`src/div_config.svh`:
```
`ifndef DIV_CONFIG_SVH
`define DIV_CONFIG_SVH

// operand width in bits, one restoring step per bit
`define DIV_WIDTH 8

// width of the caller's request tag
`define DIV_TAG_WIDTH 4

// entry stage + one stage per quotient bit + result stage
`define DIV_LATENCY (`DIV_WIDTH + 2)

`endif

```
`src/div_pkg.sv`:
```
`include "div_config.svh"

package div_pkg;

    // ~~~~~~~~~~~~~~~~~~~~
    // scalar widths
    // ~~~~~~~~~~~~~~~~~~~~

    typedef logic [`DIV_WIDTH-1:0] operand_t;

    // one bit wider so the shifted remainder cannot overflow
    typedef logic [`DIV_WIDTH:0] prem_t;

    typedef logic [`DIV_TAG_WIDTH-1:0] tag_t;

    // ~~~~~~~~~~~~~~~~~~~~
    // bundles
    // ~~~~~~~~~~~~~~~~~~~~

    typedef struct packed {
        tag_t     tag;
        operand_t dividend;
        operand_t divisor;
    } div_req_t;

    // shreg starts as the dividend; each step shifts one dividend bit out at
    // the top and one quotient bit in at the bottom
    typedef struct packed {
        tag_t     tag;
        operand_t shreg;
        prem_t    prem;
        operand_t divisor;
        logic     dbz;
    } div_work_t;

    typedef struct packed {
        tag_t     tag;
        operand_t quotient;
        operand_t remainder;
        logic     dbz;
    } div_res_t;

endpackage

```
`src/div_entry_stage.sv`:
```
`timescale 1ns/1ps

module div_entry_stage (
    input  logic                clk,
    input  logic                rst_n,
    input  logic                in_valid,
    input  div_pkg::div_req_t   req,
    output logic                work_valid,
    output div_pkg::div_work_t  work
);

    div_pkg::div_work_t init_work;

    // the initial work word: the whole dividend still to be consumed and an
    // empty partial remainder
    always_comb begin
        init_work.tag     = req.tag;
        init_work.shreg   = req.dividend;
        init_work.prem    = '0;
        init_work.divisor = req.divisor;
        init_work.dbz     = (req.divisor == '0);
    end

    always_ff @(posedge clk or negedge rst_n) begin
        if (!rst_n) begin
            work_valid <= 1'b0;
            work       <= '0;
        end else begin
            work_valid <= in_valid;
            // hold the last word across bubbles
            if (in_valid) begin
                work <= init_work;
            end
        end
    end

    // ~~~~~~~~~~~~~~~~~~~~
    // input checks
    // ~~~~~~~~~~~~~~~~~~~~

    // an unknown strobe would smear X through every stage of the pipe
    a_in_valid_known : assert property (
        @(posedge clk) disable iff (!rst_n)
        !$isunknown(in_valid)
    );

    a_req_known : assert property (
        @(posedge clk) disable iff (!rst_n)
        in_valid |-> !$isunknown(req)
    );

endmodule

```
`src/div_step_stage.sv`:
```
`timescale 1ns/1ps

`include "div_config.svh"

module div_step_stage (
    input  logic                clk,
    input  logic                rst_n,
    input  logic                in_valid,
    input  div_pkg::div_work_t  in_work,
    output logic                out_valid,
    output div_pkg::div_work_t  out_work
);

    localparam int W = `DIV_WIDTH;

    div_pkg::prem_t     shifted;
    div_pkg::prem_t     diff;
    div_pkg::prem_t     divisor_ext;
    logic               fits;
    div_pkg::div_work_t nxt_work;

    // ~~~~~~~~~~~~~~~~~~~~
    // one restoring step
    // ~~~~~~~~~~~~~~~~~~~~

    always_comb begin
        // bring down the next dividend bit from the top of the shift register
        shifted     = {in_work.prem[W-1:0], in_work.shreg[W-1]};
        divisor_ext = {1'b0, in_work.divisor};
        diff        = shifted - divisor_ext;
        fits        = (shifted >= divisor_ext);

        nxt_work = in_work;
        // restore by simply keeping the unsubtracted value
        nxt_work.prem  = fits ? diff : shifted;
        nxt_work.shreg = {in_work.shreg[W-2:0], fits};
    end

    // a zero divisor always fits, so the quotient fills with ones and
    // prem ends up holding the dividend without any special case here

    always_ff @(posedge clk or negedge rst_n) begin
        if (!rst_n) begin
            out_valid <= 1'b0;
            out_work  <= '0;
        end else begin
            out_valid <= in_valid;
            if (in_valid) begin
                out_work <= nxt_work;
            end
        end
    end

    // ~~~~~~~~~~~~~~~~~~~~
    // checks
    // ~~~~~~~~~~~~~~~~~~~~

    // restoring invariant, which only holds if every earlier stage kept it too
    a_prem_below_divisor : assert property (
        @(posedge clk) disable iff (!rst_n)
        (out_valid && !out_work.dbz) |-> (out_work.prem < {1'b0, out_work.divisor})
    );

endmodule

```
`src/div_result_stage.sv`:
```
`timescale 1ns/1ps

`include "div_config.svh"

module div_result_stage (
    input  logic                clk,
    input  logic                rst_n,
    input  logic                in_valid,
    input  div_pkg::div_work_t  in_work,
    output logic                out_valid,
    output div_pkg::div_res_t   res
);

    localparam int W = `DIV_WIDTH;

    div_pkg::div_res_t nxt_res;

    always_comb begin
        nxt_res.tag = in_work.tag;
        nxt_res.dbz = in_work.dbz;
        // after the last step every shreg bit is a quotient bit
        nxt_res.quotient = in_work.shreg;
        // the top bit of prem is always zero here
        nxt_res.remainder = in_work.prem[W-1:0];

        // divide by zero gives all ones; prem already carries the dividend
        // since every step subtracted zero
        if (in_work.dbz) begin
            nxt_res.quotient = '1;
        end
    end

    always_ff @(posedge clk or negedge rst_n) begin
        if (!rst_n) begin
            out_valid <= 1'b0;
            res       <= '0;
        end else begin
            out_valid <= in_valid;
            if (in_valid) begin
                res <= nxt_res;
            end
        end
    end

    // the divisor is dropped from the result, so compare against the one
    // that came in with this word a cycle earlier
    a_rem_below_divisor : assert property (
        @(posedge clk) disable iff (!rst_n)
        (out_valid && !res.dbz) |-> (res.remainder < $past(in_work.divisor))
    );

endmodule

```
`src/div_pipe_top.sv`:
```
`timescale 1ns/1ps

`include "div_config.svh"

module div_pipe_top (
    input  logic               clk,
    input  logic               rst_n,
    input  logic               in_valid,
    input  div_pkg::div_req_t  req,
    output logic               out_valid,
    output div_pkg::div_res_t  res
);

    // ~~~~~~~~~~~~~~~~~~~~
    // stage links
    // ~~~~~~~~~~~~~~~~~~~~

    // index 0 comes from the entry stage, index DIV_WIDTH feeds the result stage
    logic [`DIV_WIDTH:0] stage_valid;
    div_pkg::div_work_t  stage_work [0:`DIV_WIDTH];

    div_entry_stage u_entry (
        .clk        (clk),
        .rst_n      (rst_n),
        .in_valid   (in_valid),
        .req        (req),
        .work_valid (stage_valid[0]),
        .work       (stage_work[0])
    );

    // ~~~~~~~~~~~~~~~~~~~~
    // one stage per quotient bit, msb first
    // ~~~~~~~~~~~~~~~~~~~~

    for (genvar k = 0; k < `DIV_WIDTH; k++) begin : g_step
        div_step_stage u_step (
            .clk       (clk),
            .rst_n     (rst_n),
            .in_valid  (stage_valid[k]),
            .in_work   (stage_work[k]),
            .out_valid (stage_valid[k+1]),
            .out_work  (stage_work[k+1])
        );
    end

    div_result_stage u_result (
        .clk       (clk),
        .rst_n     (rst_n),
        .in_valid  (stage_valid[`DIV_WIDTH]),
        .in_work   (stage_work[`DIV_WIDTH]),
        .out_valid (out_valid),
        .res       (res)
    );

endmodule

```
`config.mk`:
```
export PLATFORM = sky130hd
export DESIGN_NAME = div_pipe_top
export DESIGN_NICKNAME = d
export VERILOG_FILES = /design/src/div_pkg.sv /design/src/div_entry_stage.sv /design/src/div_step_stage.sv /design/src/div_result_stage.sv /design/src/div_pipe_top.sv
export VERILOG_INCLUDE_DIRS = /design/src
export SDC_FILE = /design/constraint.sdc
export NUM_CORES = 1
export LEC_CHECK = 0
export BUFFER_PORTS_ARGS = -buffer_cell sky130_fd_sc_hd__buf_4
export CAP_MARGIN = 40
export CORE_ASPECT_RATIO = 1.75
export CORE_UTILIZATION = 40
export CTS_CLUSTER_DIAMETER = 50
export DETAILED_ROUTE_END_ITERATION = 12
export PLACE_DENSITY = 0.56
export SYNTH_ARGS = -nofsm -noshare
export SYNTH_HDL_FRONTEND = slang
export SYNTH_SLANG_ARGS = --single-unit
```
`constraint.sdc`:
```
create_clock -name clk -period 7.32 [get_ports clk]
set_input_delay 0.732 -clock clk [delete_from_list [all_inputs] [get_ports clk]]
set_output_delay 0.732 -clock clk [all_outputs]
set_load 0.01 [all_outputs]
```
* Yosys cells after proc, flatten, opt, wreduce, memory -nomap -nowiden
Index checks and enable logic that the tools add are counted.
** Storage, ports and cells
- Bits in registers :: 276
- Input bits :: 23
- Output and inout bits :: 22
- Word-level logic and storage cells :: 83
** Cells by class
- Add/subtract/negate cells :: 8
- Magnitude comparators :: 8
- Muxes and demuxes :: 9
- Reduce and logical (&&, ||, !) cells :: 1
** Operator list (count)
- $mux 8 :: 9
- $ge 9x8->1 :: 7
- $sub 8x8->8 :: 7
- $ge 1x8->1 :: 1
- $logic_not 8->1 :: 1
- $sub 1x8->8 :: 1

* Depth between registers and ports, before layout
- Depth in word-level cells :: 2
- Gate-level depth with buffers :: 9
- Gate-level depth less buffers :: 9

* Hierarchy
Synthesis repeated with hierarchy kept, for this count alone.
** Unflattened totals
- Cell total of the unflattened synthesis :: 1344
- Area total of the unflattened synthesis :: 15157.0 um^2
** Modules (own cells, without submodules)
- div_step_stage (g_step[1].u_step ...) :: instances 4, cells each 152, area each 1667.8 um^2
- div_step_stage (g_step[5].u_step ...) :: instances 3, cells each 154, area each 1680.4 um^2
- div_step_stage (g_step[0].u_step) :: instances 1, cells each 152, area each 1680.4 um^2
- div_entry_stage :: instances 1, cells each 59, area each 907.1 um^2
- div_result_stage :: instances 1, cells each 63, area each 857.1 um^2

* Least setup slack after synthesis
Ideal clock, no wire load.
- Path kind :: reg2reg
- Start :: register g_step[5].u_step.out_work[2] (netlist bit)
- End :: register g_step[6].u_step.out_work[11] (netlist bit)
- Library setup time :: 0.136 ns
- Arrival time :: 2.303 ns
- Setup slack :: 4.881 ns
- Stages on the path, launching flop included :: 10
- Clock period less this slack :: 2.439 ns
- Cells stage by stage :: dfrtp_1 inv_1 ha_1 nor2b_4 o21a_1 or4_4 a2111oi_4 buf_6 mux2i_1 a21oi_1
** Between the ends
- Longest elaborated chain between the ends :: 2
** Ends and longest elaborated chain
- from (decl) :: RTL line div_step_stage.sv:11 : output div_pkg::div_work_t out_work
- from (signal assigned) :: RTL line div_step_stage.sv:49 : out_work <= nxt_work;
- $sub 8x8->8 / $ge 9x8->1 (equally long branches) :: RTL line div_step_stage.sv:30, div_step_stage.sv:31
- $mux 8 (*) :: RTL line div_step_stage.sv:35 : nxt_work.prem = fits ? diff : shifted;
- to (signal assigned) :: RTL line div_step_stage.sv:49
- to (decl) :: RTL line div_step_stage.sv:11
Mark *: on every way between the ends. The rest lies on a longest branch, timed or not.
A chain may end at the register's enable or synchronous reset.

* Final worst setup path
Ends and elaborated chain as after synthesis.

==> results.toml <==
[run_status]
outcome = "complete, but fails checks"
violations = "design-rule violations"

[clocking]
cts_resized = 0
cts_tree = "built"
clkTransAtPathRegs_ns = 0.06
cts_hold_buf = 0
clk_latency_ns = 0.56
cts.path.max_buffers = 3
h-tree-depth = 1
cts-buffers-inserted = 29
ctsRootBufferMaster = "clkbuf_16"
clock-sinks = 276
cts_setup_buffers = 0

[worst_setup_path]
timing.rr.start = "g_step[5].u_step.out_work[2]"
worstPathRequired_ns = 7.74
crit_type = "reg2reg"
max_stage_delay_ns = 0.76
crit_fanout = 13
path_cells = "inv_1 > ha_1 > nor2b_4 > o21a_1 > or4_4 > a2111oi_4 > mux2i_1 > a21oi_1"
critPathArrivalTime_ns = 3.25
slowest_stage = "a2111oi_4"
cp-start-kind = "register"
reg2reg_to = "g_step[6].u_step.out_work[11]"
ff2ff_setup_slack_ns = 4.49
critPathCaptureType = "register"
rr_worst_depth = 8

[timing]
fin_ws_ns = 4.49
relSlewSlack = 0.402
setup_viol = 0
post-route-period-util = 0.387
fmax_mhz = 353
rsz0062_at_grt = "false"
min_period_ns = 2.83
tightest_slew_ns = 0.886
tns_ns = 0
report.final.slew_viol_count = 0
clock-skew-final_ns = 0.0204
final_hold_viol_count = 0

[power]
p_leak_nw = 6.68
pwr-share-clk = 0.252
p_comb_frac = 0.364
p_sw_mw = 1.88
p_seq_frac = 0.385
switching_share = 0.331
p_int_mw = 3.81
power.density_mw_per_mm2 = 383
peakVddDrop_v = 0.000186

[synthesis]
synth_cells = 1168
yosysTopAreaCellShare = 0.527
yosys.area.top_type = "dfrtp_1"
synth_area_leaders = "dfrtp_1, mux2_2, ha_1"
synth_area_per_cell_sq_um = 11.2
ys_seq_area_frac = 0.527
synth.distinct_cells = 52
synth_warnings = 0
synth-edff-count = 0
synth.net_count = 1256
synthArstFlopShare = 1.00
synthesis.area_sq_mm = 0.0131
synthFlopType = "dfrtp_1"
ys_ff_latch = 276

[grt]
met3_usage = 0.0194
grt_usage = 0.165
grt_max_degree = 98
grt_use_met1 = 0.165
grt-busiest-layer = "met2"
grt_pass1_vias = 9019
grtUsageMet2 = 0.339
grt.overflow.total = 0
antenna_found_initial = 0
grt_first_pass_wirelength_microns = 44600

[floorplanning]
row_count = 87
ioPinCount = 45
die_w_microns = 139
start_util = 0.407
coreArea_sq_mm = 0.0322
die-area_sq_mm = 0.0335
die_y_microns = 241

[routing]
vias = 8456
viasPerCell = 5.18
routedWlPerCell_microns = 15.9
ant_nets = 0
first_pass_iters = 10
first_iter_violations = 280
wl_microns = 26000
route.detailed.drc = 7

[cells_and_area]
area_growth_pct = 13.6
finish.utilization = 0.462
register_area_sq_mm = 0.00691
n_antenna_cell = 0
design_area_sq_mm = 0.0149
layout-drive-gt1-share = 0.222
nNetsFinal = 1301
multi_input_area_sq_mm = 0.00570
fill_cells = 3062

[run]
cap_violations = 0

[placement]
io_buffers = 44
hpwl_microns = 18900
dp_slack_ns = 4.46
placed_cell_area_sq_mm = 0.0140
gp_congestion = 0.843

[min_path]
hp-class = "in2async"
## registers in the layout (all words and copies together), names as in the netlist
register / flops
u_result.res: 21
u_result.out_valid: 1
g_step.u_step.out_work: 224
u_entry.work: 21
g_step.u_step.out_valid: 8
u_entry.work_valid: 1
## cell families after synthesis
| group | share of synthesized area |
|---|---|
| xor gates and xnor gates | 0.0227 |
| muxes | 0.142 |
| DFF | 0.527 |
| adders and majority gates | 0.0660 |
| buffers and inverters | 0.0389 |
| and+or+nand+nor | 0.0847 |
| AOI/OAI and AO/OA | 0.119 |
## routing by layer
layer,part of all wire,wire [microns]
met1,0.37,9540
met2,0.57,14800
met3,0.026,674
met4,0.035,910
met5,0,0
## final cells by class
type	count	area share
Inverter	84	0.0212
Clock buffer	41	0.0571
Tap cell	400	0.0336
Multi-Input combinational cell	759	0.382
Clock inverter	10	0.00571
Timing Repair Buffer	63	0.0363
Sequential cell	276	0.464
## placed cells by master, fill, tap and decap left out, types with 11 or more instances in the layout
cell / n
xor2_1: 13
inv_1: 84
a21o_1: 15
dfrtp_1: 276
a21oi_1: 57
mux2_2: 142
xnor2_1: 21
o21a_1: 13
ha_1: 58
mux2i_1: 26
o21ai_0: 90
nor2_1: 73
clkbuf_16: 29
nand2_1: 85
a31oi_1: 16
buf_4: 59
nor2b_1: 19
nor3_1: 11
## worst max-delay path: cells and delay by family, from the launching register on
family | cells | cell delay (ns)
compound gates | 3 | 1.02
simple gates | 2 | 0.62
flops | 1 | 0.39
fa+ha+maj | 1 | 0.31
buf+inv | 1 | 0.07
mux | 1 | 0.27
## synthesized netlist by cell type, types with 2 or more instances
| library cell | number |
|---|---|
| dfrtp_1 | 276 |
| mux2_2 | 142 |
| o21ai_0 | 90 |
| nand2_1 | 85 |
| inv_1 | 84 |
| nor2_1 | 73 |
| ha_1 | 58 |
| a21oi_1 | 57 |
| clkbuf_1 | 39 |
| mux2i_1 | 26 |
| xnor2_1 | 21 |
| nor2b_1 | 19 |
| a31oi_1 | 16 |
| a21o_1 | 15 |
| o21a_1 | 13 |
| xor2_1 | 13 |
| nor3_1 | 11 |
| nand3_1 | 10 |
| or2_2 | 9 |
| a211oi_1 | 7 |
| a31o_2 | 7 |
| fa_1 | 7 |
| nand2b_1 | 7 |
| o22a_1 | 7 |
| and3_1 | 6 |
| buf_1 | 6 |
| nand3b_1 | 6 |
| nand4_1 | 6 |
| o31ai_1 | 6 |
| o2111ai_1 | 5 |
| o21bai_1 | 4 |
| a2bb2oi_1 | 3 |
| buf_2 | 3 |
| nor4_1 | 3 |
| o211ai_1 | 3 |
| o221ai_1 | 3 |
| o22ai_1 | 3 |
| o2bb2ai_1 | 3 |
| a221o_1 | 2 |
| o31a_1 | 2 |
## power groups by stage
stage | clock, mW | sequential [mW] | combinational, mW
6_report | 1.43 | 2.19 | 2.07
5_1_grt | 1.54 | 2.25 | 2.33
4_1_cts | 1.49 | 2.20 | 2.10
3_5_place_dp | 0 | 2.23 | 2.09
3_3_place_gp | 0 | 2.21 | 2.02
2_1_floorplan | 0 | 2.15 | 1.59
## how the worst max path moves through the flow
stage	from	to	slack (ns)
floorplan	g_step[5].u_step.out_work[2]	g_step[6].u_step.out_work[11]	4.88
global placement	g_step[4].u_step.out_work[12]	g_step[5].u_step.out_work[9]	4.52
detailed placement	g_step[5].u_step.out_work[2]	g_step[6].u_step.out_work[11]	4.46
CTS	g_step[5].u_step.out_work[2]	g_step[6].u_step.out_work[11]	4.44
global route	g_step[5].u_step.out_work[2]	g_step[6].u_step.out_work[16]	4.26
finish	g_step[5].u_step.out_work[2]	g_step[6].u_step.out_work[11]	4.49
## metrics by stage
stage	hold WS (ns)	cells	power, mW
after floorplan	0.352	1168	3.75
after global placement	0.463	1577	4.24
after detailed placement	0.461	1582	4.31
after CTS	0.227	1633	5.79
after global routing	0.274	1633	6.13
final	0.195	1633	5.70
(Power assumes the default switching activity.)
